===== config.mk =====
export PLATFORM = sky130hd
export DESIGN_NAME = vga_timing
export DESIGN_NICKNAME = d
export VERILOG_FILES = /design/src/hdl/display_pkg.sv /design/src/hdl/vga_timing.sv
export SDC_FILE = /design/constraint.sdc
export NUM_CORES = 1
export LEC_CHECK = 0
export ABC_AREA = 0
export BUFFER_PORTS_ARGS = -buffer_cell sky130_fd_sc_hd__buf_2
export CORE_ASPECT_RATIO = 1.2
export CORE_UTILIZATION = 61
export DETAILED_ROUTE_END_ITERATION = 10
export GPL_ROUTABILITY_DRIVEN = 0
export GPL_TIMING_DRIVEN = 0
export PLACE_DENSITY = 0.95
export SLEW_MARGIN = 20
export SYNTH_ARGS = -nofsm -noshare
export SYNTH_HDL_FRONTEND = slang
export SYNTH_SLANG_ARGS = --single-unit

===== constraint.sdc =====
create_clock -name clk -period 6.44 [get_ports clk]
set_input_delay 0 -clock clk [delete_from_list [all_inputs] [get_ports clk]]
set_output_delay 0 -clock clk [all_outputs]
set_load 0.01 [all_outputs]

===== src/hdl/display_pkg.sv =====
`default_nettype none

package display_pkg;

    // ======================================================================
    // Pixel and colour types
    // ======================================================================

    // Stored pixel, 0b00RRGGBB
    typedef logic [7:0] pixel_t;

    // One VGA DAC channel
    typedef logic [3:0] color_t;

    typedef struct packed {
        color_t red;
        color_t green;
        color_t blue;
    } rgb_t;

    typedef struct packed {
        logic sclk;
        logic cs_n;
        logic mosi;
    } spi_pins_t;

    // ======================================================================
    // Video timing
    // ======================================================================

    // Counts in screen pixels (h) and lines (v), each phase in scan order
    typedef struct packed {
        logic [9:0] h_sync;
        logic [9:0] h_back;
        logic [9:0] h_active;
        logic [9:0] h_front;
        logic [9:0] v_sync;
        logic [9:0] v_back;
        logic [9:0] v_active;
        logic [9:0] v_front;
    } vga_timing_t;

    localparam vga_timing_t VGA_640X480 = '{
        h_sync:   10'd96,
        h_back:   10'd48,
        h_active: 10'd640,
        h_front:  10'd16,
        v_sync:   10'd2,
        v_back:   10'd33,
        v_active: 10'd480,
        v_front:  10'd10
    };

    // Scan position, x and y relative to the active window
    typedef struct packed {
        logic [9:0] x;
        logic [9:0] y;
        logic       active;
        logic       hsync_n;
        logic       vsync_n;
    } scan_t;

    // ======================================================================
    // Command bytes
    // ======================================================================

    localparam int CMD_BIT = 7;

    // Codes in the low seven bits of a control byte
    localparam logic [6:0] CMD_ALIGN = 7'h00;
    localparam logic [6:0] CMD_SWAP  = 7'h01;

    // Enough for 320x240
    localparam int ADDR_W = 17;

endpackage

`default_nettype wire

===== src/hdl/vga_timing.sv =====
`default_nettype none

module vga_timing #(
    parameter int                       PIX_DIV = 2,
    parameter display_pkg::vga_timing_t TIMING  = display_pkg::VGA_640X480
) (
    input  logic                clk,
    input  logic                rst,
    output display_pkg::scan_t  scan,
    output logic                frame_start
);

    localparam int DIV_W = (PIX_DIV > 1) ? $clog2(PIX_DIV) : 1;
    localparam logic [DIV_W-1:0] DIV_LAST = DIV_W'(PIX_DIV - 1);

    localparam logic [9:0] H_ACT0 = TIMING.h_sync + TIMING.h_back;
    localparam logic [9:0] H_ACT1 = H_ACT0 + TIMING.h_active;
    localparam logic [9:0] H_LAST = H_ACT1 + TIMING.h_front - 10'd1;
    localparam logic [9:0] V_ACT0 = TIMING.v_sync + TIMING.v_back;
    localparam logic [9:0] V_ACT1 = V_ACT0 + TIMING.v_active;
    localparam logic [9:0] V_LAST = V_ACT1 + TIMING.v_front - 10'd1;

    logic [DIV_W-1:0] div_cnt;
    logic             pix_en;
    logic [9:0]       h_cnt;
    logic [9:0]       v_cnt;
    logic             active;

    // Last clk of each screen pixel
    assign pix_en = (div_cnt == DIV_LAST);

    always_ff @(posedge clk or posedge rst) begin
        if (rst) begin
            div_cnt <= '0;
            h_cnt   <= '0;
            v_cnt   <= '0;
        end else begin
            div_cnt <= pix_en ? '0 : div_cnt + 1'b1;
            if (pix_en) begin
                if (h_cnt == H_LAST) begin
                    h_cnt <= '0;
                    v_cnt <= (v_cnt == V_LAST) ? '0 : v_cnt + 10'd1;
                end else begin
                    h_cnt <= h_cnt + 10'd1;
                end
            end
        end
    end

    assign active = (h_cnt >= H_ACT0) && (h_cnt < H_ACT1) &&
                    (v_cnt >= V_ACT0) && (v_cnt < V_ACT1);

    assign scan.active  = active;
    assign scan.x       = active ? h_cnt - H_ACT0 : '0;
    assign scan.y       = active ? v_cnt - V_ACT0 : '0;
    assign scan.hsync_n = (h_cnt >= TIMING.h_sync);
    assign scan.vsync_n = (v_cnt >= TIMING.v_sync);

    assign frame_start = (h_cnt == '0) && (v_cnt == '0) && (div_cnt == '0);

endmodule

`default_nettype wire


## Word-level counts from Yosys, hierarchy flattened

Cells that the tools add are included.

| word-level totals | value |
|---|---|
| bits in registers | 21 |
| latch bits | 0 |
| memory bits (writable) | 0 |
| memory bits (read-only) | 0 |
| input bits | 2 |
| output and inout port bits | 24 |
| word-level logic and storage cells | 30 |
| memories kept | 0 |

| operators by class | value |
|---|---|
| add/sub/neg operators | 5 |
| multipliers | 0 |
| div/mod/pow operators | 0 |
| order comparisons | 6 |
| equal/unequal tests | 2 |
| shift operators | 0 |
| mux-type cells | 5 |
| bitwise logic cells | 1 |
| reduce and logical (&&, ||, !) cells | 8 |

Operator list:

| cell | number |
|---|---|
| 2-to-1 mux 10 bit | 4 |
| adder 10 x 1 -> 10 bit, second input constant | 2 |
| == test 10 bit, second input constant | 2 |
| zero test 10 bit | 2 |
| < comparator 10 bit, second input constant | 2 |
| >= comparator 10 x 2 -> 1 bit, second input constant | 1 |
| >= comparator 10 x 6 -> 1 bit, second input constant | 1 |
| >= comparator 10 x 7 -> 1 bit, second input constant | 1 |
| >= comparator 10 x 8 -> 1 bit, second input constant | 1 |
| subtractor 10 x 6 -> 10 bit, second input constant | 1 |
| subtractor 10 x 8 -> 10 bit, second input constant | 1 |
| logical AND 1 bit | 5 |
| AND reduction 2 bit | 1 |
| adder 1 bit, second input constant | 1 |
| 2-to-1 mux 1 bit | 1 |
| inverter 1 bit | 1 |

## Logic depth before layout (Yosys ltp)

| depth | value |
|---|---|
| word-level depth | 5 |
| gate-level depth with buffers | 8 |
| gate-level depth less buffers | 6 |

## Worst setup path before layout

No wires, ideal clock.

| timing path | value |
|---|---|
| kind | reg-to-output |
| start point | register v_cnt[7] |
| end point | output port scan[5] in the netlist's numbering |
| arrival | 2.042 ns |
| data required time | 6.440 ns |
| slack | 4.398 ns |
| stages on the path, launching flop included | 7 |
| buffers on the path | 2 |
| path through | dfrtp_1 -> buf_6 -> or4_4 -> or4_4 -> o21a_4 -> buf_6 -> nor4_4 |

RTL lines:

| element | line | source |
|---|---|---|
| start, declared | vga_timing.sv:26 | `logic [9:0] v_cnt;` |
| start signal, assigned | vga_timing.sv:42 | `v_cnt <= (v_cnt == V_LAST) ? '0 : v_cnt + 10'd1;` |
| end, declared | vga_timing.sv:9 | `output display_pkg::scan_t scan,` |

## Final worst setup path

| timing path | value |
|---|---|
| start point | register v_cnt[0] |
| end point | output port scan[2] in the netlist's numbering |

| between the ends | value |
|---|---|
| longest elaborated chain between the ends | 3 |
| elaborated cells between the ends (all ways) | 4 |
| those cells by class | 2 x order compare; 2 x reduce/logical |

Ends and longest elaborated chain:

| element | line | source |
|---|---|---|
| >= comparator 10 x 6 -> 1 bit | vga_timing.sv:51 | `(v_cnt >= V_ACT0) && (v_cnt < V_ACT1);` |
| logical AND 1 bit | vga_timing.sv:50 | `assign active = (h_cnt >= H_ACT0) && (h_cnt < H_ACT1) &&` |
| logical AND 1 bit (*) | vga_timing.sv:51 |  |

Every way passes the cells marked *; elsewhere a longest branch is shown, timed or not.

==> flow_metrics.env <==
export IMPL_antenna_cells=0
export IMPL_grt_ovfl_total=0
export IMPL_comb_power_share_pct=1.6
export IMPL_cts_post_setup_buffers_inserted=0
export IMPL_grt_first_pass_wirelength_mm=6.44
export IMPL_synth_edf_count=0
export IMPL_r2r_cells=5
export IMPL_syn_to_final_growth_pct=11.6
export IMPL_synth_nets=206
export IMPL_ir_worst_vdd_mv=0.103
export IMPL_regToRegEndpoint="v_cnt[3]"
export IMPL_cp_max_fo=10
export IMPL_switchingPower_uw=44.6
export IMPL_holdWs_ns=0.363
export IMPL_arrival_ns=2.96
export IMPL_cts_path_max_buffers=2
export IMPL_worstSetupPathType="reg -> out"
export IMPL_cp_slowest_cell="o41ai_1"
export IMPL_place_area_um2=1920
export IMPL_routed_wirelength_mm=3.85
export IMPL_nNetsFinal=237
export IMPL_rsz0062_at_grt="no"
export IMPL_cap_violations=0
export IMPL_cts_hold_buffers=1
export IMPL_cts_tree="done"
export IMPL_hold_path_class="in -> async"
export IMPL_clock_sinks=21
export IMPL_fin_crit_ns=2.96
export IMPL_drc=0
export IMPL_pre_cts_slack_ns=3.87
export IMPL_drtPass1Iterations=4
export IMPL_ys_ff_latch=21
export IMPL_total_leakage_power_nw=0.935
export IMPL_clockPowerShare_pct=32.6
export IMPL_relSlewSlack_pct=46.8
export IMPL_synth_area_leaders="dfrtp_1 (30%), nor3_2 (8.6%), ha_1 (7.1%)"
export IMPL_grt_pass1_vias=1424
export IMPL_num_io_pins=26
export IMPL_timing_hold_violations_final=0
export IMPL_grt_start_max_net_pins=22
export IMPL_clock_root_buffer="clkbuf_4"
export IMPL_skew_ns=0.00715
export IMPL_intPower_uw=156
export IMPL_synth_area_leader_cell="dfrtp_1"
export IMPL_clk_pin_slew_ns=0.12
export IMPL_post_drt_wl_per_cell_um=15.0
export IMPL_cts_buffers=3
export IMPL_grt_total_usage_pct=28.0
export IMPL_setup_worst_path_end_class="output port"
export IMPL_synth_warnings=0
export IMPL_io_buffers=25
export IMPL_setup_violations=0
export IMPL_sw_frac_of_total_pct=22.3
export IMPL_tightest_slew_ns=0.798
export IMPL_fin_util_pct=74.5
export IMPL_std_cell_rows=20
export IMPL_clkLatencyLatePin_ns=0.32
export IMPL_p_total_uw=200
export IMPL_cpPeakStageDelay_ns=0.65
export IMPL_maxSlewViolCount=0
export IMPL_synth_distinct_cells=44
export IMPL_synth_top_area_share_pct=30.0
export IMPL_critPathLaunchType="register"
export IMPL_dieArea_um2=3090
export IMPL_finalNonFillerCells=257
export IMPL_antenna_found_initial=0
export IMPL_final_area_um2=1960
export IMPL_dp_cells=252
export IMPL_fmax_mhz=337
export IMPL_vias_per_cell=6.09
export IMPL_synth_area_per_cell_um2=9.04
export IMPL_synth_cells=194
export IMPL_fin_tns_setup_ns=0
export IMPL_hpwl_mm=2.82
export IMPL_ys_flop_type="dfrtp_1"
export IMPL_start_util_pct=66.7
export IMPL_cts_resized=0
export IMPL_h_tree_depth=1
export IMPL_yosysMostFrequentCell="dfrtp_1"
export IMPL_synthesis_area_um2=1750
export IMPL_worstPathCellList="ha_1 -> o41ai_1 -> nor4bb_1 -> a311o_1 -> buf_2 -> nor2_1 -> buf_4 -> buf_2"
export IMPL_r2r_start="v_cnt[5]"
export IMPL_synthArstFlopShare_pct=100
export IMPL_vias=1564
export IMPL_cp_common_cell="buf_2"
export IMPL_antenna_left=0
export IMPL_worstPathRequired_ns=6.44
export IMPL_seq_power_share_pct=65.8
export IMPL_die_w_um=50.9
export IMPL_core_area_um2=2630
export IMPL_pwr_density_cell_nw_per_um2=102
export IMPL_seq_area_frac_synth_pct=30.0
export IMPL_r2r_slack_ns=4.28
export IMPL_layout_drive_gt1_share_pct=28.6
export IMPL_layout_setup_ws_ns=3.48
export IMPL_post_route_period_util_pct=46.0
export IMPL_drt_iter0_drc=79
export IMPL_die_h_um=60.7
export IMPL_status="finished, final reports clean"
export IMPL_yosys_top_cells_count="dfrtp_1 (21), nand2_1 (15), nor3_2 (15)"
==> how the worst max path moves through the flow <==
stage	slack [ns]	from	cells past startpoint	end
global placement	3.97	v_cnt[0]	8	scan[2]
global route	3.29	v_cnt[0]	8	scan[2]
CTS	3.50	v_cnt[0]	8	scan[2]
finish	3.48	v_cnt[0]	8	scan[2]
detailed placement	3.87	v_cnt[0]	8	scan[2]
floorplan	4.40	v_cnt[7]	6	scan[5]
==> worst max-delay path, delay by kind of cell (launching register included) <==
family	cells	cell delay, ns
AO/OA/AOI/OAI	2	0.87
adder cells (fa/ha/maj)	1	0.34
buffers and inverters	3	0.55
flip-flops	1	0.49
AND/OR/NAND/NOR	2	0.40
==> kinds of logic (layout without fill, tap and decap cells) <==
| kind of cell | count (synthesis) | count (layout) | share of synthesized area, % |
|---|---|---|---|
| flops | 21 | 21 | 30.0 |
| compound gates | 29 | 29 | 11.6 |
| fa+ha+maj | 10 | 10 | 7.14 |
| simple gates | 87 | 87 | 33.8 |
| buf+inv | 28 | 58 | 7.99 |
| xor+xnor | 19 | 19 | 9.49 |
==> cell type report <==
type                    count  area [um^2]
multi-input cells         145         1090
fillers                   214          671
flip-flops and latches     21          526
repair buffers             26          135
plain buffers              18          103
well taps                  33         41.3
inverters                  10         37.5
clock buffers               3         22.5
clock inverters             1         5.00
==> placed cells by master, fill, tap and decap left out, types with 6 or more instances in the layout <==
cell type   n
buf_2      29
dfrtp_1    21
nand2_1    15
nor3_2     15
xnor2_1    13
nor2_1     12
inv_1      10
ha_1       10
clkbuf_1    9
nand4_1     8
o21ai_0     8
xor2_1      6
a21oi_1     6
nand3_1     6
nor3_1      6
==> power groups by stage <==
stage          registers, mW  clock network, mW  logic [mW]
3_3_place_gp           0.134                  0     0.00296
2_1_floorplan          0.134                  0     0.00197
5_1_grt                0.132             0.0716     0.00392
3_5_place_dp           0.134                  0     0.00304
6_report               0.132             0.0653     0.00326
4_1_cts                0.132             0.0659     0.00351
==> flip-flops by register name, indices dropped and copies added (netlist names) <==
signal / count
div_cnt: 1
h_cnt: 10
v_cnt: 10
==> metal layers <==
metal  vias up  routed length [um]  GRT usage, %
met1       749                1610          34.5
met4         0                  65          10.7
met3         7                 231          3.26
met2        62                1950          50.2
met5         -                   0             0
li1        746                   -             -
Power figures use the tool's default switching activity.
