## src/hdl/display_pkg.sv

```systemverilog
`default_nettype none

package display_pkg;

    // ======================================================================
    // Pixel and colour types
    // ======================================================================

    // Stored pixel, 0b00RRGGBB
    typedef logic [7:0] pixel_t;

    // One VGA DAC channel
    typedef logic [3:0] color_t;

    typedef struct packed {
        color_t red;
        color_t green;
        color_t blue;
    } rgb_t;

    typedef struct packed {
        logic sclk;
        logic cs_n;
        logic mosi;
    } spi_pins_t;

    // ======================================================================
    // Video timing
    // ======================================================================

    // Counts in screen pixels (h) and lines (v), each phase in scan order
    typedef struct packed {
        logic [9:0] h_sync;
        logic [9:0] h_back;
        logic [9:0] h_active;
        logic [9:0] h_front;
        logic [9:0] v_sync;
        logic [9:0] v_back;
        logic [9:0] v_active;
        logic [9:0] v_front;
    } vga_timing_t;

    localparam vga_timing_t VGA_640X480 = '{
        h_sync:   10'd96,
        h_back:   10'd48,
        h_active: 10'd640,
        h_front:  10'd16,
        v_sync:   10'd2,
        v_back:   10'd33,
        v_active: 10'd480,
        v_front:  10'd10
    };

    // Scan position, x and y relative to the active window
    typedef struct packed {
        logic [9:0] x;
        logic [9:0] y;
        logic       active;
        logic       hsync_n;
        logic       vsync_n;
    } scan_t;

    // ======================================================================
    // Command bytes
    // ======================================================================

    localparam int CMD_BIT = 7;

    // Codes in the low seven bits of a control byte
    localparam logic [6:0] CMD_ALIGN = 7'h00;
    localparam logic [6:0] CMD_SWAP  = 7'h01;

    // Enough for 320x240
    localparam int ADDR_W = 17;

endpackage

`default_nettype wire
```

## src/hdl/pixel_out.sv

```systemverilog
`default_nettype none

module pixel_out (
    input  logic                clk,
    input  logic                rst,
    input  display_pkg::scan_t  scan,
    input  display_pkg::pixel_t rd_pixel,
    output display_pkg::rgb_t   rgb,
    output logic                hsync_n,
    output logic                vsync_n
);

    // Scan flags delayed to line up with RAM data
    logic active_d;
    logic hsync_d;
    logic vsync_d;

    always_ff @(posedge clk or posedge rst) begin
        if (rst) begin
            active_d <= 1'b0;
            hsync_d  <= 1'b0;
            vsync_d  <= 1'b0;
            rgb      <= '0;
            hsync_n  <= 1'b0;
            vsync_n  <= 1'b0;
        end else begin
            active_d <= scan.active;
            hsync_d  <= scan.hsync_n;
            vsync_d  <= scan.vsync_n;
            hsync_n  <= hsync_d;
            vsync_n  <= vsync_d;
            if (active_d) begin
                // 2-bit channels into the top of the 4-bit DAC
                rgb.red   <= {rd_pixel[5:4], 2'b00};
                rgb.green <= {rd_pixel[3:2], 2'b00};
                rgb.blue  <= {rd_pixel[1:0], 2'b00};
            end else begin
                rgb <= '0;
            end
        end
    end

endmodule

`default_nettype wire

```

## config.mk

```make
export PLATFORM = sky130hd
export DESIGN_NAME = pixel_out
export DESIGN_NICKNAME = d
export VERILOG_FILES = /design/src/hdl/display_pkg.sv /design/src/hdl/pixel_out.sv
export SDC_FILE = /design/constraint.sdc
export NUM_CORES = 1
export LEC_CHECK = 0
export BUFFER_PORTS_ARGS = -buffer_cell sky130_fd_sc_hd__buf_2
export CAP_MARGIN = 15
export CORE_MARGIN = 1.5
export CORE_UTILIZATION = 26
export CTS_BUF_LIST = sky130_fd_sc_hd__clkbuf_16
export CTS_CLUSTER_SIZE = 16
export DETAILED_ROUTE_END_ITERATION = 8
export PLACE_DENSITY = 0.7
export SLEW_MARGIN = 10
export SYNTH_ARGS = -nofsm -noshare
export SYNTH_HDL_FRONTEND = slang
export SYNTH_SLANG_ARGS = --single-unit
```

## constraint.sdc

```tcl
create_clock -name clk -period 0.8 [get_ports clk]
set_input_delay 0.04 -clock clk [delete_from_list [all_inputs] [get_ports clk]]
set_output_delay 0.04 -clock clk [all_outputs]
set_load 0.05 [all_outputs]
```

After elaboration in Yosys (flattened, before gate mapping)
Index checks and enable logic that the tools add are counted.
Word-level totals
  register bits: 17
  input bits: 33
  output and inout port bits: 14
  word-level logic and storage cells: 9
Operators by class
  multiplexer cells: 1
Operator list (count)
  12-bit two-way mux: 1

Logic depth before layout (Yosys ltp)
Gate-level depths: netlist (run 1).
  depth after elaboration: 1
  depth in mapped cells: 1
  mapped depth without buffers: 1

Worst setup path after synthesis (run 1)
No wires, ideal clock.
  path type: reg2out
  start: reg hsync_n
  end: out hsync_n
  data arrival time: 0.586 ns
  data required time: 0.760 ns
  setup slack: 0.174 ns
  cell stages (with the launch flop): 1
  buffers on the path: 0
  path through: dfrtp_1
RTL lines
  from (decl): line pixel_out.sv:9  | output logic hsync_n,
  from (signal assigned): line pixel_out.sv:30  | hsync_n <= hsync_d;
No word-level cell between the ends.

Worst setup path in the final report (run 1)
  start: reg rgb[7] (netlist bit)
  end: out rgb[7] (netlist bit)
RTL lines
  from (decl): line pixel_out.sv:8  | output display_pkg::rgb_t rgb,
No word-level cell between the ends.

==> run_results.csv, run 1 <==
group,metric,value,unit
global_route,grt.total_usage,0.101,
global_route,antenna_found_initial,0,
sta,rsz0062_at_grt,"true",
synthesis,avgSynthCellArea,14.6,µm²
worst_setup_path,crit_fanout,1,
sta,maxSlewViolCount,0,
floorplan,die_h,40.5,µm
drt,via_per_inst,3.55,
synthesis,synth_cell_types,5,
synthesis,yosysWarnings,0,
drt,drc,0,
clock_tree,tritoncts,"done",
worst_setup_path,crit_path_end_kind,"primary output",
drt,final_antenna_net_count,0,
clock_tree,cts_sinks,11,
synthesis,synth_most_common_cell,"dfrtp_1",
synthesis,synth_top_area_frac,0.753,
synthesis,synthFlopType,"dfrtp_1",
worst_setup_path,crit_required,0.76,ns
global_route,grt_pass1_vias,232,
clock_tree,post_cts_buffers,0,
drt,post_drt_wl_per_cell,8.94,µm
pwr,peakVddDrop,0.00178,V
placed_design,port-buffer-count,18,
floorplan,dieWidth,40.5,µm
floorplan,core,0.00130,mm²
floorplan,start_util,0.281,
synthesis,syn-cell-area,365,µm²
worst_setup_path,critPathBufInv,1,
floorplan,dieArea,0.00164,mm²
global_route,grt.overflow.total,0,
synthesis,synth-seq-cells,11,
global_route,grt_max_degree,12,
global_route,grt_pass1_wl,903,µm
synthesis,syn_inst,25,
drt,num_vias,231,
outcome,run_status,"complete, but fails checks",
clock_tree,cts.clk_slew.worst_paths,0.04,ns
cells_and_area,nNetsFinal,84,
synthesis,synth_edf_count,0,
drt,drtIter0Drc,3,
pwr,totalPowerFinal,1.72,mW
worst_setup_path,reg2reg_from,"active_d",
cells_and_area,synthToLayoutAreaGrowth,68.8,%
sta,fin_ws,-0.0000530,ns
clock_tree,cts_root_buffer,"clkbuf_16",
synthesis,yosys-top-cells-count,"11 x dfrtp_1, 6 x and2_1, 6 x buf_4, 1 x conb_1, 1 x inv_1",
drt,dr.pass1.iters,2,
worst_setup_path,cp_slowest_stage_delay,0.37,ns
pwr,power_density,2780,mW/mm²
worst_setup_path,crit_chain,"buf_6",
drt,drt_wl_total,581,µm
worst_setup_path,cpMaxStageDelayCell,"dfrtp_1",
clock_tree,cts_buffers,3,
sta,fmax,1250,MHz
flow_run,max_cap_violations,0,
worst_setup_path,start_kind,"flop",
worst_hold_path,hp-class,"primary input to flop",
floorplan,num_io_pins,47,
cells_and_area,drive_gt1_frac,0.420,
sta,hold_violations,0,
synthesis,synthTopCellsByArea,"dfrtp_1 75%, buf_4 12%, and2_1 10%",
worst_setup_path,crit_arrival,0.76,ns
worst_setup_path,r2r_slack,0.13,ns
clock_tree,clock_latency,0.23,ns
synthesis,synth_seq_area_share,0.753,
clock_tree,cts-htree-levels,1,
placed_design,pre_cts_slack,0.119,ns
sta,period_needed,0.800,ns
worst_hold_path,hold_start,"rd_pixel[5]",
pwr,p_leak,0.323,nW
cells_and_area,num_antenna_cells,0,
outcome,failed_checks,"negative setup slack",
worst_setup_path,path_delay_family,"flip-flops",
clock_tree,clock_path_buffers,2,
sta,clock_skew,0.00157,ns
sta,setup_viol,1,
synthesis,synth_top_area_cell,"dfrtp_1",
synthesis,synthArstFlopShare,1.00,
worst_setup_path,startpoint,"rgb[7]",
sta,timing.final.crit_share,1.00,
worst_setup_path,path_class,"flop to primary output",
placed_design,place.gp.congestion,0.592,
floorplan,rows,13,
metrics by stage:
step	TNS, ns	instances	hold slack [ns]	util	area (µm²)
after global routing	-0.0912	65	0.0155	0.474	617
final	-0.0000530	65	0.0167	0.474	617
after floorplan	0	30	-0.108	-	384
after CTS	-0.0149	65	0.0131	0.474	617
after global placement	0	57	0.0277	0.344	448
after detailed placement	0	57	0.0391	0.344	448
metal layers:
metal,global-route usage,up-vias,part of all wire
met2,0.175,18,0.53
met4,0.0500,0,0
met3,0.100,0,0.13
met5,0,-,0
met1,0.0687,101,0.34
li1,-,112,-
layout by cell type, fill, tap and decap left out, drive strengths merged:
cell type,n
buf,18
dfrtp,11
and2,6
conb,6
dlygate4sd3,4
clkbuf,3
inv,2
sequential cells by signal (all words and copies together) (netlist names):
register and cells:
vsync_d 1, active_d 1, rgb 6, vsync_n 1
hsync_n 1, hsync_d 1
where the power goes:
part	internal, mW	switching, mW
clock	0.653	0.220
sequential	0.587	0.0133
combinational	0.0766	0.165
kinds of logic after synthesis:
| kind of cell | after synthesis | share of synthesized area |
|---|---|---|
| flops | 11 | 0.753 |
| buf+inv | 7 | 0.134 |
| simple gates | 6 | 0.103 |
| other cells | 1 | 0.0103 |
worst paths after layout:
| path | depth (start not counted) | to |
|---|---|---|
| worst min-delay path | 2 | rgb[11] |
| max in group asynchronous | 3 | active_d |
| min in group asynchronous | 3 | hsync_n |
| worst max-delay path | 1 | rgb[7] |
| worst min register to register | 0 | hsync_n |
| worst max register to register | 1 | rgb[7] |
repair_timing:
action	in CTS	in global routing
hold endpoints to repair	14	0
endpoints found under the setup margin	8	8
hold buffers	4	0
resized for setup	16	0
cell type report:
class / instances / area, µm²
clock buffers: 3 / 75.1
clock inverters: 1 / 3.75
fillers: 117 / 684
inverters: 1 / 3.75
multi-input cells: 12 / 60.1
flip-flops and latches: 11 / 275
well taps: 15 / 18.8
repair buffers: 22 / 180
No activity file was read; power rests on OpenSTA's default activity.
==> run 2, diff against run 1 <==
--- a/config.mk
+++ b/config.mk
@@ -5,6 +5,7 @@
 export SDC_FILE = /design/constraint.sdc
 export NUM_CORES = 1
 export LEC_CHECK = 0
+export ABC_AREA = 1
 export BUFFER_PORTS_ARGS = -buffer_cell sky130_fd_sc_hd__buf_2
 export CAP_MARGIN = 15
 export CORE_MARGIN = 1.5
@@ -12,7 +13,7 @@
 export CTS_BUF_LIST = sky130_fd_sc_hd__clkbuf_16
 export CTS_CLUSTER_SIZE = 16
 export DETAILED_ROUTE_END_ITERATION = 8
-export PLACE_DENSITY = 0.7
+export PLACE_DENSITY = 0.69
 export SLEW_MARGIN = 10
 export SYNTH_ARGS = -nofsm -noshare
 export SYNTH_HDL_FRONTEND = slang
==> run 2 against run 1 <==
The flow finishes with violations (negative hold slack). Maximum frequency grew 0.47%. Die area up 1.9%. Synthesized cell count increased by 24%. Via count grew 15%. Total power increased by 0.25%. Area after synthesis up 2.1%. Worst setup slack improved by 0.0038 ns. Utilization grew 1.5 points. Count of clock-buffer cells in the layout stayed put. Critical endpoint is now rgb[10]. Largest cell class unchanged.
==> run_results.csv, run 2 <==
group,metric,value,unit
floorplan,die_h,40.9,µm
worst_setup_path,crit_fanout,1,
outcome,run_status,"complete, but fails checks",
floorplan,dieWidth,40.9,µm
worst_setup_path,crit_chain,"buf_6",
cells_and_area,register_area,275,µm²
global_route,grt_pass1_vias,231,
cells_and_area,synthToLayoutAreaGrowth,72.8,%
worst_setup_path,worst_r2r_path_depth,2,
drt,final_antenna_net_count,0,
clock_tree,clock_latency,0.23,ns
cells_and_area,nNetsFinal,92,
placed_design,pre_cts_slack,0.143,ns
clock_tree,cts-htree-levels,1,
worst_setup_path,r2r_slack,0.14,ns
cells_and_area,fillers,107,
worst_setup_path,reg2reg_from,"active_d",
clock_tree,cts_sinks,11,
synthesis,synthTopCellsByArea,"dfrtp_1 74%, buf_4 12%, inv_1 7.0%",
clock_tree,post_cts_buffers,0,
worst_setup_path,worst-path-stages,1,
drt,post_drt_wl_per_cell,8.18,µm
worst_hold_path,hp-class,"primary input to flop",
cells_and_area,layout_commonest_cell,"dfrtp_1",
worst_setup_path,path_class,"flop to primary output",
flow_run,max_cap_violations,0,
sta,period_needed,0.796,ns
synthesis,synthFlopType,"dfrtp_1",
synthesis,yosysWarnings,0,
worst_setup_path,r2r-end,"rgb[7]",
cells_and_area,drive_gt1_frac,0.362,
sta,timing.final.crit_share,0.995,
worst_setup_path,path_delay_family,"flip-flops",
clock_tree,cts_root_buffer,"clkbuf_16",
floorplan,core,0.00132,mm²
worst_hold_path,hold_depth,3,
synthesis,syn_inst,31,
global_route,grt.overflow.total,0,
synthesis,syn-cell-area,373,µm²
global_route,antenna_found_initial,0,
worst_hold_path,hold_start,"rd_pixel[2]",
sta,hold_violations,3,
floorplan,start_util,0.283,
sta,setup_viol,0,
worst_setup_path,crit_path_end_kind,"primary output",
global_route,grt.total_usage,0.0908,
sta,clock_skew,0.000464,ns
sta,rsz0062_at_grt,"true",
outcome,failed_checks,"negative hold slack",
drt,dr.pass1.iters,2,
synthesis,synth_top_area_frac,0.738,
drt,via_per_inst,3.63,
worst_setup_path,crit_required,0.76,ns
worst_setup_path,start_kind,"flop",
drt,drt_wl_total,597,µm
cells_and_area,final_cell_mix,"11 x dfrtp_1, 10 x buf_2, 8 x inv_1, 8 x buf_6",
placed_design,port-buffer-count,18,
pwr,peakVddDrop,0.000684,V
cells_and_area,largest_register,"rgb",
synthesis,avgSynthCellArea,12.0,µm²
worst_hold_path,hold_end,"rgb[6]",
placed_design,dpl.hpwl,376,µm
drt,drtIter0Drc,4,
cells_and_area,num_antenna_cells,0,
sta,timing.hold.ws,-0.00342,ns
clock_tree,cts.clk_slew.worst_paths,0.04,ns
synthesis,synth_edf_count,0,
synthesis,synth_cell_types,5,
cells_and_area,largest_reg_flops,6,
drt,num_vias,265,
pwr,totalPowerFinal,1.72,mW
cells_and_area,utilization,0.489,
global_route,grt_max_degree,12,
sta,maxSlewViolCount,0,
synthesis,synth-seq-cells,11,
worst_setup_path,critPathBufInv,1,
clock_tree,cts_buffers,3,
synthesis,synth_top_area_cell,"dfrtp_1",
floorplan,rows,13,
worst_setup_path,cpMaxStageDelayCell,"dfrtp_1",
global_route,grt_pass1_wl,869,µm
worst_setup_path,crit_arrival,0.76,ns
synthesis,yosys-top-cells-count,"11 x dfrtp_1, 7 x inv_1, 6 x buf_4, 6 x nand2_1, 1 x conb_1",
floorplan,num_io_pins,47,
pwr,p_leak,0.376,nW
synthesis,synthArstFlopShare,1.00,
clock_tree,clock_path_buffers,2,
pwr,power_density,2670,mW/mm²
drt,drc,0,
placed_design,place.gp.congestion,0.455,
clock_tree,tritoncts,"done",
sta,fin_ws,0.00370,ns
synthesis,synth_most_common_cell,"dfrtp_1",
floorplan,dieArea,0.00167,mm²
synthesis,synth_seq_area_share,0.738,
cells_and_area,multi_input_area,45.0,µm²
sta,fmax,1260,MHz
worst_setup_path,cp_slowest_stage_delay,0.37,ns
-- run 2: cell types whose count changed after synthesis, sizes merged --
cell   previous run  this run
inv               1         7
nand2             0         6
and2              6         0
-- run 2: logic make-up after synthesis --
family,count (synthesis),synth area share
buf+inv,13,0.191
flops,11,0.738
other cells,1,0.0101
simple gates,6,0.0604
-- run 2: metal layers --
metal,global-route usage,vias to the layer above,share of wire
met3,0.0489,5,0.15
met2,0.141,22,0.44
li1,-,126,-
met5,0,-,0
met4,0.100,0,0.042
met1,0.0774,112,0.36
-- run 2: what timing repair did --
action                                 CTS  global route
setup endpoints to repair                8             8
hold buffers                             6             0
gates resized for setup                 16             0
endpoints found under the hold margin   16             0
-- run 2: worst max-delay path by stage --
stage	startpoint	to	slack, ns
after floorplan	hsync_n	hsync_n	0.17
after global placement	active_d	rgb[2]	0.16
after detailed placement	active_d	rgb[7]	0.14
after CTS	rgb[10]	rgb[10]	-0.0007
after global routing	rgb[11]	rgb[11]	-0.02
final	rgb[10]	rgb[10]	0.004
-- run 2: power breakdown --
| group | leakage (nW) | switching (mW) | total [mW] | internal (mW) |
|---|---|---|---|---|
| clock | 0.0423 | 0.215 | 0.868 | 0.653 |
| sequential | 0.136 | 0.0150 | 0.603 | 0.588 |
| combinational | 0.198 | 0.169 | 0.250 | 0.0805 |
| total | 0.376 | 0.399 | 1.72 | 1.32 |
-- run 2: cell type report --
class	count	area share
flip-flops and latches	11	0.427
well taps	15	0.0291
clock inverters	1	0.00583
multi-input cells	12	0.0699
repair buffers	24	0.311
inverters	7	0.0408
clock buffers	3	0.117
-- run 2: stage by stage --
| stage | setup TNS (ns) | cell area [µm²] | instances | hold slack, ns |
|---|---|---|---|---|
| 5_1_grt | -0.129 | 644 | 73 | 0.00145 |
| 6_report | 0 | 644 | 73 | -0.00342 |
| 3_5_place_dp | 0 | 455 | 63 | 0.0443 |
| 3_3_place_gp | 0 | 455 | 63 | 0.0309 |
| 2_1_floorplan | 0 | 392 | 36 | -0.108 |
| 4_1_cts | -0.000672 | 644 | 73 | 0.000312 |
