### src/hdl/display_pkg.sv
`default_nettype none

package display_pkg;

    // ======================================================================
    // Pixel and colour types
    // ======================================================================

    // Stored pixel, 0b00RRGGBB
    typedef logic [7:0] pixel_t;

    // One VGA DAC channel
    typedef logic [3:0] color_t;

    typedef struct packed {
        color_t red;
        color_t green;
        color_t blue;
    } rgb_t;

    typedef struct packed {
        logic sclk;
        logic cs_n;
        logic mosi;
    } spi_pins_t;

    // ======================================================================
    // Video timing
    // ======================================================================

    // Counts in screen pixels (h) and lines (v), each phase in scan order
    typedef struct packed {
        logic [9:0] h_sync;
        logic [9:0] h_back;
        logic [9:0] h_active;
        logic [9:0] h_front;
        logic [9:0] v_sync;
        logic [9:0] v_back;
        logic [9:0] v_active;
        logic [9:0] v_front;
    } vga_timing_t;

    localparam vga_timing_t VGA_640X480 = '{
        h_sync:   10'd96,
        h_back:   10'd48,
        h_active: 10'd640,
        h_front:  10'd16,
        v_sync:   10'd2,
        v_back:   10'd33,
        v_active: 10'd480,
        v_front:  10'd10
    };

    // Scan position, x and y relative to the active window
    typedef struct packed {
        logic [9:0] x;
        logic [9:0] y;
        logic       active;
        logic       hsync_n;
        logic       vsync_n;
    } scan_t;

    // ======================================================================
    // Command bytes
    // ======================================================================

    localparam int CMD_BIT = 7;

    // Codes in the low seven bits of a control byte
    localparam logic [6:0] CMD_ALIGN = 7'h00;
    localparam logic [6:0] CMD_SWAP  = 7'h01;

    // Enough for 320x240
    localparam int ADDR_W = 17;

endpackage

`default_nettype wire
### src/hdl/frame_loader.sv
`default_nettype none

module frame_loader #(
    parameter int RES_X = 320,
    parameter int RES_Y = 240
) (
    input  logic                              clk,
    input  logic                              rst,
    input  logic                              rx_valid,
    input  display_pkg::pixel_t               rx_byte,
    output logic                              wr_en,
    output logic [display_pkg::ADDR_W-1:0]    wr_addr,
    output display_pkg::pixel_t               wr_pixel,
    output logic                              swap_req
);

    localparam int AW = display_pkg::ADDR_W;
    localparam logic [AW-1:0] LAST_ADDR = AW'(RES_X * RES_Y - 1);

    // Address of the next pixel byte
    logic [AW-1:0] addr;

    always_ff @(posedge clk or posedge rst) begin
        if (rst) begin
            addr     <= '0;
            wr_addr  <= '0;
            wr_en    <= 1'b0;
            swap_req <= 1'b0;
        end else begin
            wr_en    <= 1'b0;
            swap_req <= 1'b0;
            if (rx_valid) begin
                if (rx_byte[display_pkg::CMD_BIT]) begin
                    case (rx_byte[display_pkg::CMD_BIT-1:0])
                        display_pkg::CMD_ALIGN: addr <= '0;
                        display_pkg::CMD_SWAP:  swap_req <= 1'b1;
                        // Unknown commands realign as well
                        default:                addr <= '0;
                    endcase
                end else begin
                    wr_en   <= 1'b1;
                    wr_addr <= addr;
                    addr    <= (addr == LAST_ADDR) ? '0 : addr + 1'b1;
                end
            end
        end
    end

    always_ff @(posedge clk) begin
        if (rx_valid && !rx_byte[display_pkg::CMD_BIT]) begin
            wr_pixel <= rx_byte;
        end
    end

endmodule

`default_nettype wire

### config.mk
export PLATFORM = sky130hd
export DESIGN_NAME = frame_loader
export DESIGN_NICKNAME = d
export VERILOG_FILES = /design/src/hdl/display_pkg.sv /design/src/hdl/frame_loader.sv
export SDC_FILE = /design/constraint.sdc
export NUM_CORES = 1
export LEC_CHECK = 0
export ABC_AREA = 1
export BUFFER_PORTS_ARGS = -buffer_cell sky130_fd_sc_hd__buf_2
export CELL_PAD_IN_SITES_DETAIL_PLACEMENT = 0
export CELL_PAD_IN_SITES_GLOBAL_PLACEMENT = 1
export CORE_MARGIN = 10
export CORE_UTILIZATION = 40
export DETAILED_ROUTE_END_ITERATION = 12
export PLACE_DENSITY_LB_ADDON = 0.1
export SLEW_MARGIN = 20
export SYNTH_ARGS = -nofsm -noshare
export SYNTH_HDL_FRONTEND = slang
export SYNTH_SLANG_ARGS = --single-unit
### constraint.sdc
create_clock -name clk -period 2.3 [get_ports clk]
set_clock_uncertainty 0.1 [all_clocks]
set_input_delay 0.23 -clock clk [delete_from_list [all_inputs] [get_ports clk]]
set_output_delay 0.23 -clock clk [all_outputs]
set_load 0.03 [all_outputs]
# Word level (Yosys, flattened, before mapping)

Index checks and enable logic that the tools add are counted.
W data, S select, Z words.

$add $sub $neg: 1
Equality and inequality tests: 3
Mux-type cells: 8
Bitwise operators: 1
Reductions and logical operators: 4

Operators with widths:

| operator                | number |
|---|---|
| $mux W17                | 3 |
| $add A17 B1 Y17 const B | 1 |
| $eq A17 B17 Y1 const B  | 1 |
| $eq A7 B1 Y1 const B    | 1 |
| $mux W1                 | 5 |
| $reduce_and A2 Y1       | 2 |
| $ne A2 B2 Y1 const B    | 1 |
| $logic_and A1 B1 Y1     | 1 |
| $logic_not A1 Y1        | 1 |
| $not A1 Y1              | 1 |

Register bits: 44
Input bits: 11
Output and inout port bits: 27

# Depth between registers and ports, before layout

Gate-level depths: netlist of run 1.

Depth after elaboration: 4
Gate-level depth with buffers: 8

# Worst setup path before layout of run 1

OpenSTA, ideal clock, no wires.

Kind: reg-to-reg
Start: register addr[1]
End: register addr[9]
Setup time: 0.118 ns
Arrival: 1.269 ns
Required time: 2.082 ns
Slack: 0.813 ns
Stages on the path, launching flop included: 8
Path buffers: 1
Cells stage by stage: dfrtp_1 -> ha_1 -> nand2_2 -> nor2_4 -> nand3_4 -> o21ai_4 -> buf_8 -> o21ai_2

Word-level cells in the longest chain between the ends: 3
Elaborated cells on any way between the ends: 4

RTL lines:

| element                                           | RTL line           | text |
|---|---|---|
| start: declaration                                | frame_loader.sv:21 | `logic [AW-1:0] addr;` |
| start signal: assignment                          | frame_loader.sv:43 | `addr <= (addr == LAST_ADDR) ? '0 : addr + 1'b1;` |
| $add A17 B1 Y17 or $eq A17 B17 Y1 (tied branches) | frame_loader.sv:43 |  |
| $mux W17 *                                        | frame_loader.sv:43 |  |
| $mux W17 *                                        | frame_loader.sv:33 | `if (rx_byte[display_pkg::CMD_BIT]) begin` |

Mark *: on every way between the ends. The rest lies on a longest branch, timed or not.
A chain may end at the register's enable or synchronous reset.

# Worst setup path in the final report of run 1

Start: register addr[1]
End: register addr[14]

Same word-level chain as after synthesis.

==> flow_metrics.tcl, run 1 <==
set metrics [dict create \
    status "complete, no violations" \
    intPower_mw 1.24 \
    ioPinCount 38 \
    drive_gt1_frac 0.243 \
    clk_latency_ns 0.29 \
    htree_levels 2 \
    synth-seq-area-share 0.554 \
    combPwrFrac 0.108 \
    syn_inst 232 \
    viasPerCell 4.53 \
    nets 287 \
    syn_nets 244 \
    vias 1567 \
    portBuffers 37 \
    ys_types 22 \
    cts_buffers 5 \
    synth_top_area_share 0.437 \
    drv_slew 0 \
    grt_pass1_vias 1509 \
    synth-seq-cells 44 \
    cts_resized 0 \
    hold_slack_ns 0.0191 \
    synth_warnings 0 \
    synthFlopType "dfrtp_1" \
    crit_required_ns 2.36 \
    routed_wl_um 4690 \
    endpoint_kind "flop" \
    postLayoutCellArea_um2 2450 \
    final_cell_count_no_fill 346 \
    fmax_mhz 547 \
    globalplace.congestion 0.812 \
    hold_buffers 1 \
    start_util 0.408 \
    cap_viol_max_count 0 \
    fin_setup_tns_ns 0 \
    drc 0 \
    avgSynthCellArea_um2 8.88 \
    synth_area_leaders "dfrtp_1 (44%), nand2_1 (15%), edfxtp_1 (12%), o21ai_0 (4.4%), inv_1 (4.0%)" \
    clock_path_buffers 2 \
    firstDrtPassIters 4 \
    power_switching_mw 0.421 \
    antenna_cells 0 \
    rows 26 \
    grt_pass1_wl_um 7880 \
    netlist_top_cells_count "nand2_1 (80), dfrtp_1 (36), inv_1 (22)" \
    drt-wirelength-per-cell_um 13.5 \
    worst_pin_slew_ns 0.635 \
    clk_pin_slew_ns 0.09 \
    cp.arrival_ns 1.89 \
    slew_headroom 0.576 \
    grt_util_all_layers 0.115 \
    syn_area_um2 2060 \
    cts.sinks 44 \
    switching_share 0.254 \
    overflow 0 \
    startpoint_type "flop" \
    final.period_utilization 0.795 \
    die_y_um 91.8 \
    drtAntennaViolNets 0 \
    synth_enable_flop_cells 8 \
    dieArea_um2 8420 \
    post_cts_buffers 0 \
    grt_max_degree 37 \
    clockRootBuffer "clkbuf_8" \
    placed_area_um2 2320 \
    post-synth-top-count-cell "nand2_1" \
    crit_fanout 13 \
    power_mw 1.66 \
    worstSetupPathType "flop to flop" \
    finalCriticalPeriod_ns 1.83 \
    antenna_found_initial 0 \
    p_seq_frac 0.514 \
    utilization 0.487 \
    detailedPlacementHpwl_um 3510 \
    pwr_density_cell_nw_per_um2 676 \
    area_delta_synth_final_pct 19.2 \
    pwr-share-clk 0.378 \
    fin_ws_ns 0.471 \
    yosysTopAreaCell "dfrtp_1" \
    core_area_um2 5040 \
    ir_drop_v 0.000245 \
    cts_tree "built" \
    dp.cells 337 \
    die_w_um 91.8 \
    hold_viol_final 0 \
    drt_iter0_drc 68 \
    hold_class "primary input to flop" \
    synthArstFlopShare 0.818 \
    rsz0062_at_grt "false" \
    setup_viol 0 \
    p_leak_nw 1.15 \
    pre_cts_slack_ns 0.460 \
]
## power by group through the flow
stage / Sequential, mW / Clock (mW) / Combinational (mW)
floorplan: 0.914 / 0 / 0.0803
global placement: 0.867 / 0 / 0.184
detailed placement: 0.869 / 0 / 0.184
CTS: 0.853 / 0.640 / 0.185
global route: 0.858 / 0.680 / 0.199
finish: 0.852 / 0.627 / 0.180
## cells in the final DEF (no fill, tap or decap)
cell type,instances
buf_2,37
nand3_4,1
nand3_1,10
inv_1,22
ha_1,1
nand4_1,4
nor2_1,20
buf_4,3
o21ai_0,18
nand2_1,80
nor2_2,2
bufinv_16,1
clkbuf_8,6
o21ai_2,9
xor2_1,6
o21ai_4,1
o21ai_1,2
clkinv_4,1
nor2_4,3
dlygate4sd3_1,1
xnor2_1,1
edfxtp_1,8
nand2_2,2
dfrtp_1,36
a21oi_2,1
## critical path, cell delays in order (launching register included)
cell,delay (ns)
dfrtp_1,0.39
ha_1,0.23
nand2_2,0.09
nor2_4,0.15
nand3_4,0.11
o21ai_4,0.44
o21ai_0,0.17
## area by class of cell
class	count	area, um^2
Fill cell	496	2590
Sequential cell	44	1140
Multi-Input combinational cell	161	805
Timing Repair Buffer	41	218
Tap cell	70	87.6
Clock buffer	6	82.6
Inverter	22	82.6
Clock inverter	2	38.8
## logic make-up after synthesis
logic type      after synthesis  share of synthesized area
xor+xnor                      7                     0.0298
compound gates               31                     0.0990
buf+inv                      27                     0.0553
simple gates                122                      0.256
fa+ha+maj                     1                    0.00607
flops                        44                      0.554
## metal layers
layer / global-route usage / share of wire / up-vias
li1: - / - / 822
met1: 0.159 / 0.52 / 699
met2: 0.168 / 0.41 / 41
met3: 0.0367 / 0.065 / 5
met4: 0.0347 / 0.011 / 0
met5: 0 / 0 / -
## final timing paths
| kind | start | endpoint | slack, ns | cells after the start |
|---|---|---|---|---|
| worst max register to register | addr[1]$_DFFE_PP0P_ | addr[14]$_DFFE_PP0P_ | 0.47 | 6 |
| max in group asynchronous | rst | addr[13]$_DFFE_PP0P_ | 1.28 | 4 |
| worst min-delay path | rx_byte[1] | wr_pixel[1]$_DFFE_PP_ | 0.02 | 1 |
| worst min register to register | wr_addr[1]$_DFFE_PP0P_ | wr_addr[1]$_DFFE_PP0P_ | 0.37 | 2 |
| min in group asynchronous | rst | wr_addr[10]$_DFFE_PP0P_ | 0.48 | 4 |
| worst max-delay path | addr[1]$_DFFE_PP0P_ | addr[14]$_DFFE_PP0P_ | 0.47 | 6 |
## state kept, by name, summed over array words and instances, names as in the netlist
register / count
wr_addr: 17
swap_req: 1
wr_en: 1
wr_pixel: 8
addr: 17
(Power assumes the default switching activity.)
==> run 2: changes to the inputs <==
==> constraint.sdc (replaced) <==
create_clock -name clk -period 1.8 [get_ports clk]
set_clock_uncertainty 0.1 [all_clocks]
set_input_delay 0.18 -clock clk [delete_from_list [all_inputs] [get_ports clk]]
set_output_delay 0.18 -clock clk [all_outputs]
set_load 0.03 [all_outputs]
==> run 2 against run 1 <==
Against the previous run:
- first-iteration DRC count decreased by 5.9%
- final cell count increased by 2.6%
- largest power group unchanged
- clock power decreased by 8.3%
- largest cell class unchanged
- core utilization increased by 0.97 points
- hold slack improved by 0.010 ns
- critical endpoint is now addr[5]$_DFFE_PP0P_
- global-route usage increased by 0.64 points
- power increased by 16%
- maximum frequency increased by 12%
- sequential power increased by 28%
- via count increased by 0.64%
==> flow_metrics.tcl, run 2 (synthesized netlist as in run 1, its figures left out) <==
set metrics [dict create \
    status "complete, no violations" \
    intPower_mw 1.41 \
    rows 26 \
    drc 0 \
    power_switching_mw 0.510 \
    portBuffers 37 \
    worst_pin_slew_ns 0.470 \
    nets 297 \
    startpoint_type "flop" \
    grt_max_degree 37 \
    final_cell_mix "nand2_1 (80), buf_2 (37), dfrtp_1 (36)" \
    crit_fanout 5 \
    cp_cell_sequence "ha_1, nand2_2, nor2_4, nand3_4, o21ai_4, buf_4, o21ai_2" \
    detailedPlacementHpwl_um 3610 \
    vias 1577 \
    cts_tree "built" \
    ff2ff_path_depth 7 \
    grt_pass1_vias 1637 \
    clk_pin_slew_ns 0.08 \
    rsz0062_at_grt "false" \
    r2r_end "addr[5]$_DFFE_PP0P_" \
    layout_commonest_cell "nand2_1" \
    htree_levels 2 \
    cts_buffers 5 \
    cts.sinks 44 \
    r2r_setup_slack_ns 0.17 \
    cp_slowest_cell "dfrtp_1" \
    endpoint_kind "flop" \
    finalCriticalPeriod_ns 1.63 \
    combPwrFrac 0.131 \
    drtAntennaViolNets 0 \
    cap_viol_max_count 0 \
    die_w_um 91.8 \
    clock_path_buffers 2 \
    globalplace.congestion 0.828 \
    pwr-share-clk 0.300 \
    start_util 0.408 \
    top_regs "addr (17), wr_addr (17), wr_pixel (8)" \
    hold_viol_final 0 \
    overflow 0 \
    antenna_cells 0 \
    hold_path_depth 1 \
    drt-wirelength-per-cell_um 13.6 \
    hold_slack_ns 0.0295 \
    routed_wl_um 4820 \
    switching_share 0.266 \
    setup_viol 0 \
    die_y_um 91.8 \
    p_leak_nw 1.17 \
    post_cts_buffers 0 \
    fill_cells 506 \
    cpPeakStageDelay_ns 0.39 \
    drv_slew 0 \
    core_area_um2 5040 \
    viasPerCell 4.44 \
    worstReg2RegStart "addr[1]$_DFFE_PP0P_" \
    drive_gt1_frac 0.239 \
    worstSetupPathType "flop to flop" \
    crit_required_ns 1.88 \
    final.period_utilization 0.908 \
    slew_headroom 0.687 \
    pwr_density_cell_nw_per_um2 766 \
    hold_class "primary input to flop" \
    clockRootBuffer "clkbuf_8" \
    firstDrtPassIters 4 \
    drt_iter0_drc 64 \
    min-delay-start "rx_byte[7]" \
    grt_pass1_wl_um 8360 \
    fin_setup_tns_ns 0 \
    area_delta_synth_final_pct 21.6 \
    grt_util_all_layers 0.122 \
    fmax_mhz 612 \
    clk_latency_ns 0.29 \
    p_seq_frac 0.569 \
    cp.arrival_ns 1.71 \
    hold_path_end "wr_pixel[7]$_DFFE_PP_" \
    antenna_found_initial 0 \
    ir_drop_v 0.000346 \
    ioPinCount 38 \
    dieArea_um2 8420 \
]
-- run 2: repair_timing --
action                    4_1_cts  5_1_grt
hold buffers                    8        0
resized for setup               0        0
hold endpoints to repair       43        0
-- run 2: cell type report --
type | count | area, um^2 | share of cell area
multi-input cells | 161 | 805 | 0.321
repair buffers | 51 | 310 | 0.124
well taps | 70 | 87.6 | 0.0350
clock inverters | 1 | 5.00 | 0.00200
flip-flops and latches | 44 | 1140 | 0.456
inverters | 22 | 82.6 | 0.0330
clock buffers | 6 | 72.6 | 0.0290
-- run 2: per-layer routing --
metal	GRT usage	vias up	part of all wire
met4	0.0347	0	0.011
met2	0.180	36	0.40
met1	0.166	692	0.53
li1	-	842	-
met5	0	-	0
met3	0.0399	7	0.057
-- run 2: worst max-delay path by stage --
stage | to | cells past startpoint | slack, ns | from
after global placement | addr[9]$_DFFE_PP0P_ | 7 | 0.21 | addr[1]$_DFFE_PP0P_
after floorplan | addr[9]$_DFFE_PP0P_ | 7 | 0.31 | addr[1]$_DFFE_PP0P_
after global routing | addr[5]$_DFFE_PP0P_ | 7 | 0.03 | addr[1]$_DFFE_PP0P_
after CTS | addr[5]$_DFFE_PP0P_ | 7 | 0.15 | addr[1]$_DFFE_PP0P_
final | addr[5]$_DFFE_PP0P_ | 7 | 0.17 | addr[1]$_DFFE_PP0P_
after detailed placement | addr[5]$_DFFE_PP0P_ | 7 | 0.17 | addr[1]$_DFFE_PP0P_
-- run 2: power by group through the flow --
stage	Clock, mW	Combinational, mW	Sequential (mW)
after CTS	0.600	0.259	1.09
after detailed placement	0	0.246	1.11
after floorplan	0	0.103	1.17
final	0.575	0.252	1.09
after global placement	0	0.246	1.11
after global routing	0.640	0.279	1.10
-- run 2: worst max-delay path, delay by kind of cell, from the launching register on --
kind	cells	cell delay, ns
and+or+nand+nor	3	0.35
AOI/OAI and AO/OA	2	0.26
buffers and inverters	1	0.19
DFF	1	0.39
adders and majority gates	1	0.23
-- run 2: through the flow --
step,setup WS [ns],cell area [um^2],power (mW),utilization,instances
after CTS,0.152,2500,1.95,0.497,355
final,0.166,2500,1.92,0.497,355
after global routing,0.0347,2500,2.02,0.497,355
after detailed placement,0.172,2350,1.36,0.465,340
after floorplan,0.313,2060,1.27,-,232
after global placement,0.209,2350,1.36,0.465,340
==> run 3: changes to the inputs <==
--- a/config.mk
+++ b/config.mk
@@ -11,6 +11,7 @@
 export CELL_PAD_IN_SITES_GLOBAL_PLACEMENT = 1
 export CORE_MARGIN = 10
 export CORE_UTILIZATION = 40
+export CTS_BUF_LIST = sky130_fd_sc_hd__clkbuf_8
 export DETAILED_ROUTE_END_ITERATION = 12
 export PLACE_DENSITY_LB_ADDON = 0.1
 export SLEW_MARGIN = 20
==> run 3 against run 2 <==
Against the previous run:
- first-iteration DRC count is the same
- routed wire length hardly changed
- largest cell class unchanged
- via count unchanged
- sequential cell count is the same
- combinational power is essentially flat
- sequential power about the same
- cell area unchanged
- count of clock-buffer cells in the layout fell by 1
==> flow_metrics.tcl, run 3 (synthesized netlist as in run 1, its figures left out) <==
set metrics [dict create \
    fin_setup_tns_ns 0 \
    viasPerCell 4.44 \
    p_seq_frac 0.570 \
    switching_share 0.267 \
    rsz0062_at_grt "false" \
    drive_gt1_frac 0.239 \
    p_leak_nw 1.17 \
    firstDrtPassIters 4 \
    slew_headroom 0.687 \
    finalCriticalPeriod_ns 1.64 \
    hold_class "primary input to flop" \
    crit_required_ns 1.88 \
    clk_latency_ns 0.29 \
    drt_iter0_drc 64 \
    layout_commonest_cell "nand2_1" \
    multi_input_area_um2 805 \
    area_delta_synth_final_pct 21.6 \
    final_cell_mix "nand2_1 (80), buf_2 (37), dfrtp_1 (36)" \
    cts_tree "built" \
    fill_cells 506 \
    cts_buffers 5 \
    routed_wl_um 4820 \
    endpoint_kind "flop" \
    ioPinCount 38 \
    worst_pin_slew_ns 0.470 \
    final.period_utilization 0.908 \
    clock_path_buffers 2 \
    core_area_um2 5040 \
    drtAntennaViolNets 0 \
    overflow 0 \
    antenna_cells 0 \
    drv_slew 0 \
    grt_pass1_wl_um 8360 \
    drc 0 \
    clk_pin_slew_ns 0.08 \
    grt_max_degree 37 \
    cpPeakStageDelay_ns 0.39 \
    die_w_um 91.8 \
    die_y_um 91.8 \
    antenna_found_initial 0 \
    post_cts_buffers 0 \
    detailedPlacementHpwl_um 3610 \
    nets 297 \
    drt-wirelength-per-cell_um 13.6 \
    layout.area.seq_um2 1140 \
    dieArea_um2 8420 \
    clockRootBuffer "clkbuf_8" \
    htree_levels 2 \
    portBuffers 37 \
    hold_viol_final 0 \
    start_util 0.408 \
    grt_pass1_vias 1637 \
    pwr_density_cell_nw_per_um2 764 \
    power_switching_mw 0.511 \
    fmax_mhz 612 \
    grt_util_all_layers 0.122 \
    cp_cell_sequence "ha_1, nand2_2, nor2_4, nand3_4, o21ai_4, buf_4, o21ai_2" \
    vias 1577 \
    combPwrFrac 0.132 \
    rows 26 \
    ir_drop_v 0.000346 \
    cap_viol_max_count 0 \
    setup_viol 0 \
    pwr-share-clk 0.298 \
    cp.arrival_ns 1.71 \
    startpoint_type "flop" \
    status "complete, no violations" \
    hold_slack_ns 0.0295 \
    worstSetupPathType "flop to flop" \
    crit_fanout 5 \
    top_regs "addr (17), wr_addr (17), wr_pixel (8)" \
    intPower_mw 1.40 \
    globalplace.congestion 0.828 \
    cts.sinks 44 \
    cp_slowest_cell "dfrtp_1" \
]
[run 3: cell types whose count changed in the layout (fill, tap and decap cells not counted), sizes merged]
cell | previous run | this run
clkbuf | 6 | 5
inv | 22 | 23
[run 3: final cells by class]
type,count,area share
sequential,44,0.456
inverter,22,0.0330
multi-input combinational,161,0.321
timing repair buffer,51,0.124
clock buffer,5,0.0275
clock inverter,2,0.00350
tap,70,0.0350
[run 3: routing by layer]
metal | global-route usage | vias to the layer above | routed length, um
met3 | 0.0399 | 7 | 276
met2 | 0.180 | 36 | 1940
met4 | 0.0347 | 0 | 55
met1 | 0.166 | 692 | 2540
met5 | 0 | - | 0
li1 | - | 842 | -
[run 3: timing repair]
| action | 4_1_cts | 5_1_grt |
|---|---|---|
| resized for setup | 0 | 0 |
| hold buffers | 8 | 0 |
| endpoints found under the hold margin | 43 | 0 |
[run 3: power by group through the flow]
stage                     Combinational, mW  Sequential [mW]  Clock (mW)
after floorplan                       0.103             1.17           0
after global placement                0.246             1.11           0
after detailed placement              0.246             1.11           0
after CTS                             0.259             1.09       0.595
after global routing                  0.279             1.10       0.635
final                                 0.252             1.09       0.571
[run 3: final timing paths]
path / endpoint / depth (start not counted) / start / slack [ns]
min: wr_pixel[7]$_DFFE_PP_ / 1 / rx_byte[7] / 0.03
min reg2reg: wr_addr[1]$_DFFE_PP0P_ / 2 / wr_addr[1]$_DFFE_PP0P_ / 0.37
max: addr[5]$_DFFE_PP0P_ / 7 / addr[1]$_DFFE_PP0P_ / 0.16
max reg2reg: addr[5]$_DFFE_PP0P_ / 7 / addr[1]$_DFFE_PP0P_ / 0.16
min in group asynchronous: addr[16]$_DFFE_PP0P_ / 4 / rst / 0.44
max in group asynchronous: wr_addr[6]$_DFFE_PP0P_ / 4 / rst / 0.83
[run 3: critical path, delay by kind of cell (launching register included)]
family | cells | cell delay, ns
AOI/OAI and AO/OA | 2 | 0.26
and+or+nand+nor | 3 | 0.35
DFF | 1 | 0.39
adders and majority gates | 1 | 0.23
buffers and inverters | 1 | 0.19
[run 3: metrics by stage]
stage	area [um^2]	power, mW	setup WS, ns	cells	utilization
final	2500	1.91	0.165	355	0.497
after global routing	2500	2.01	0.0341	355	0.497
after CTS	2500	1.94	0.152	355	0.497
after detailed placement	2350	1.36	0.172	340	0.465
after global placement	2350	1.36	0.209	340	0.465
after floorplan	2060	1.27	0.313	232	-
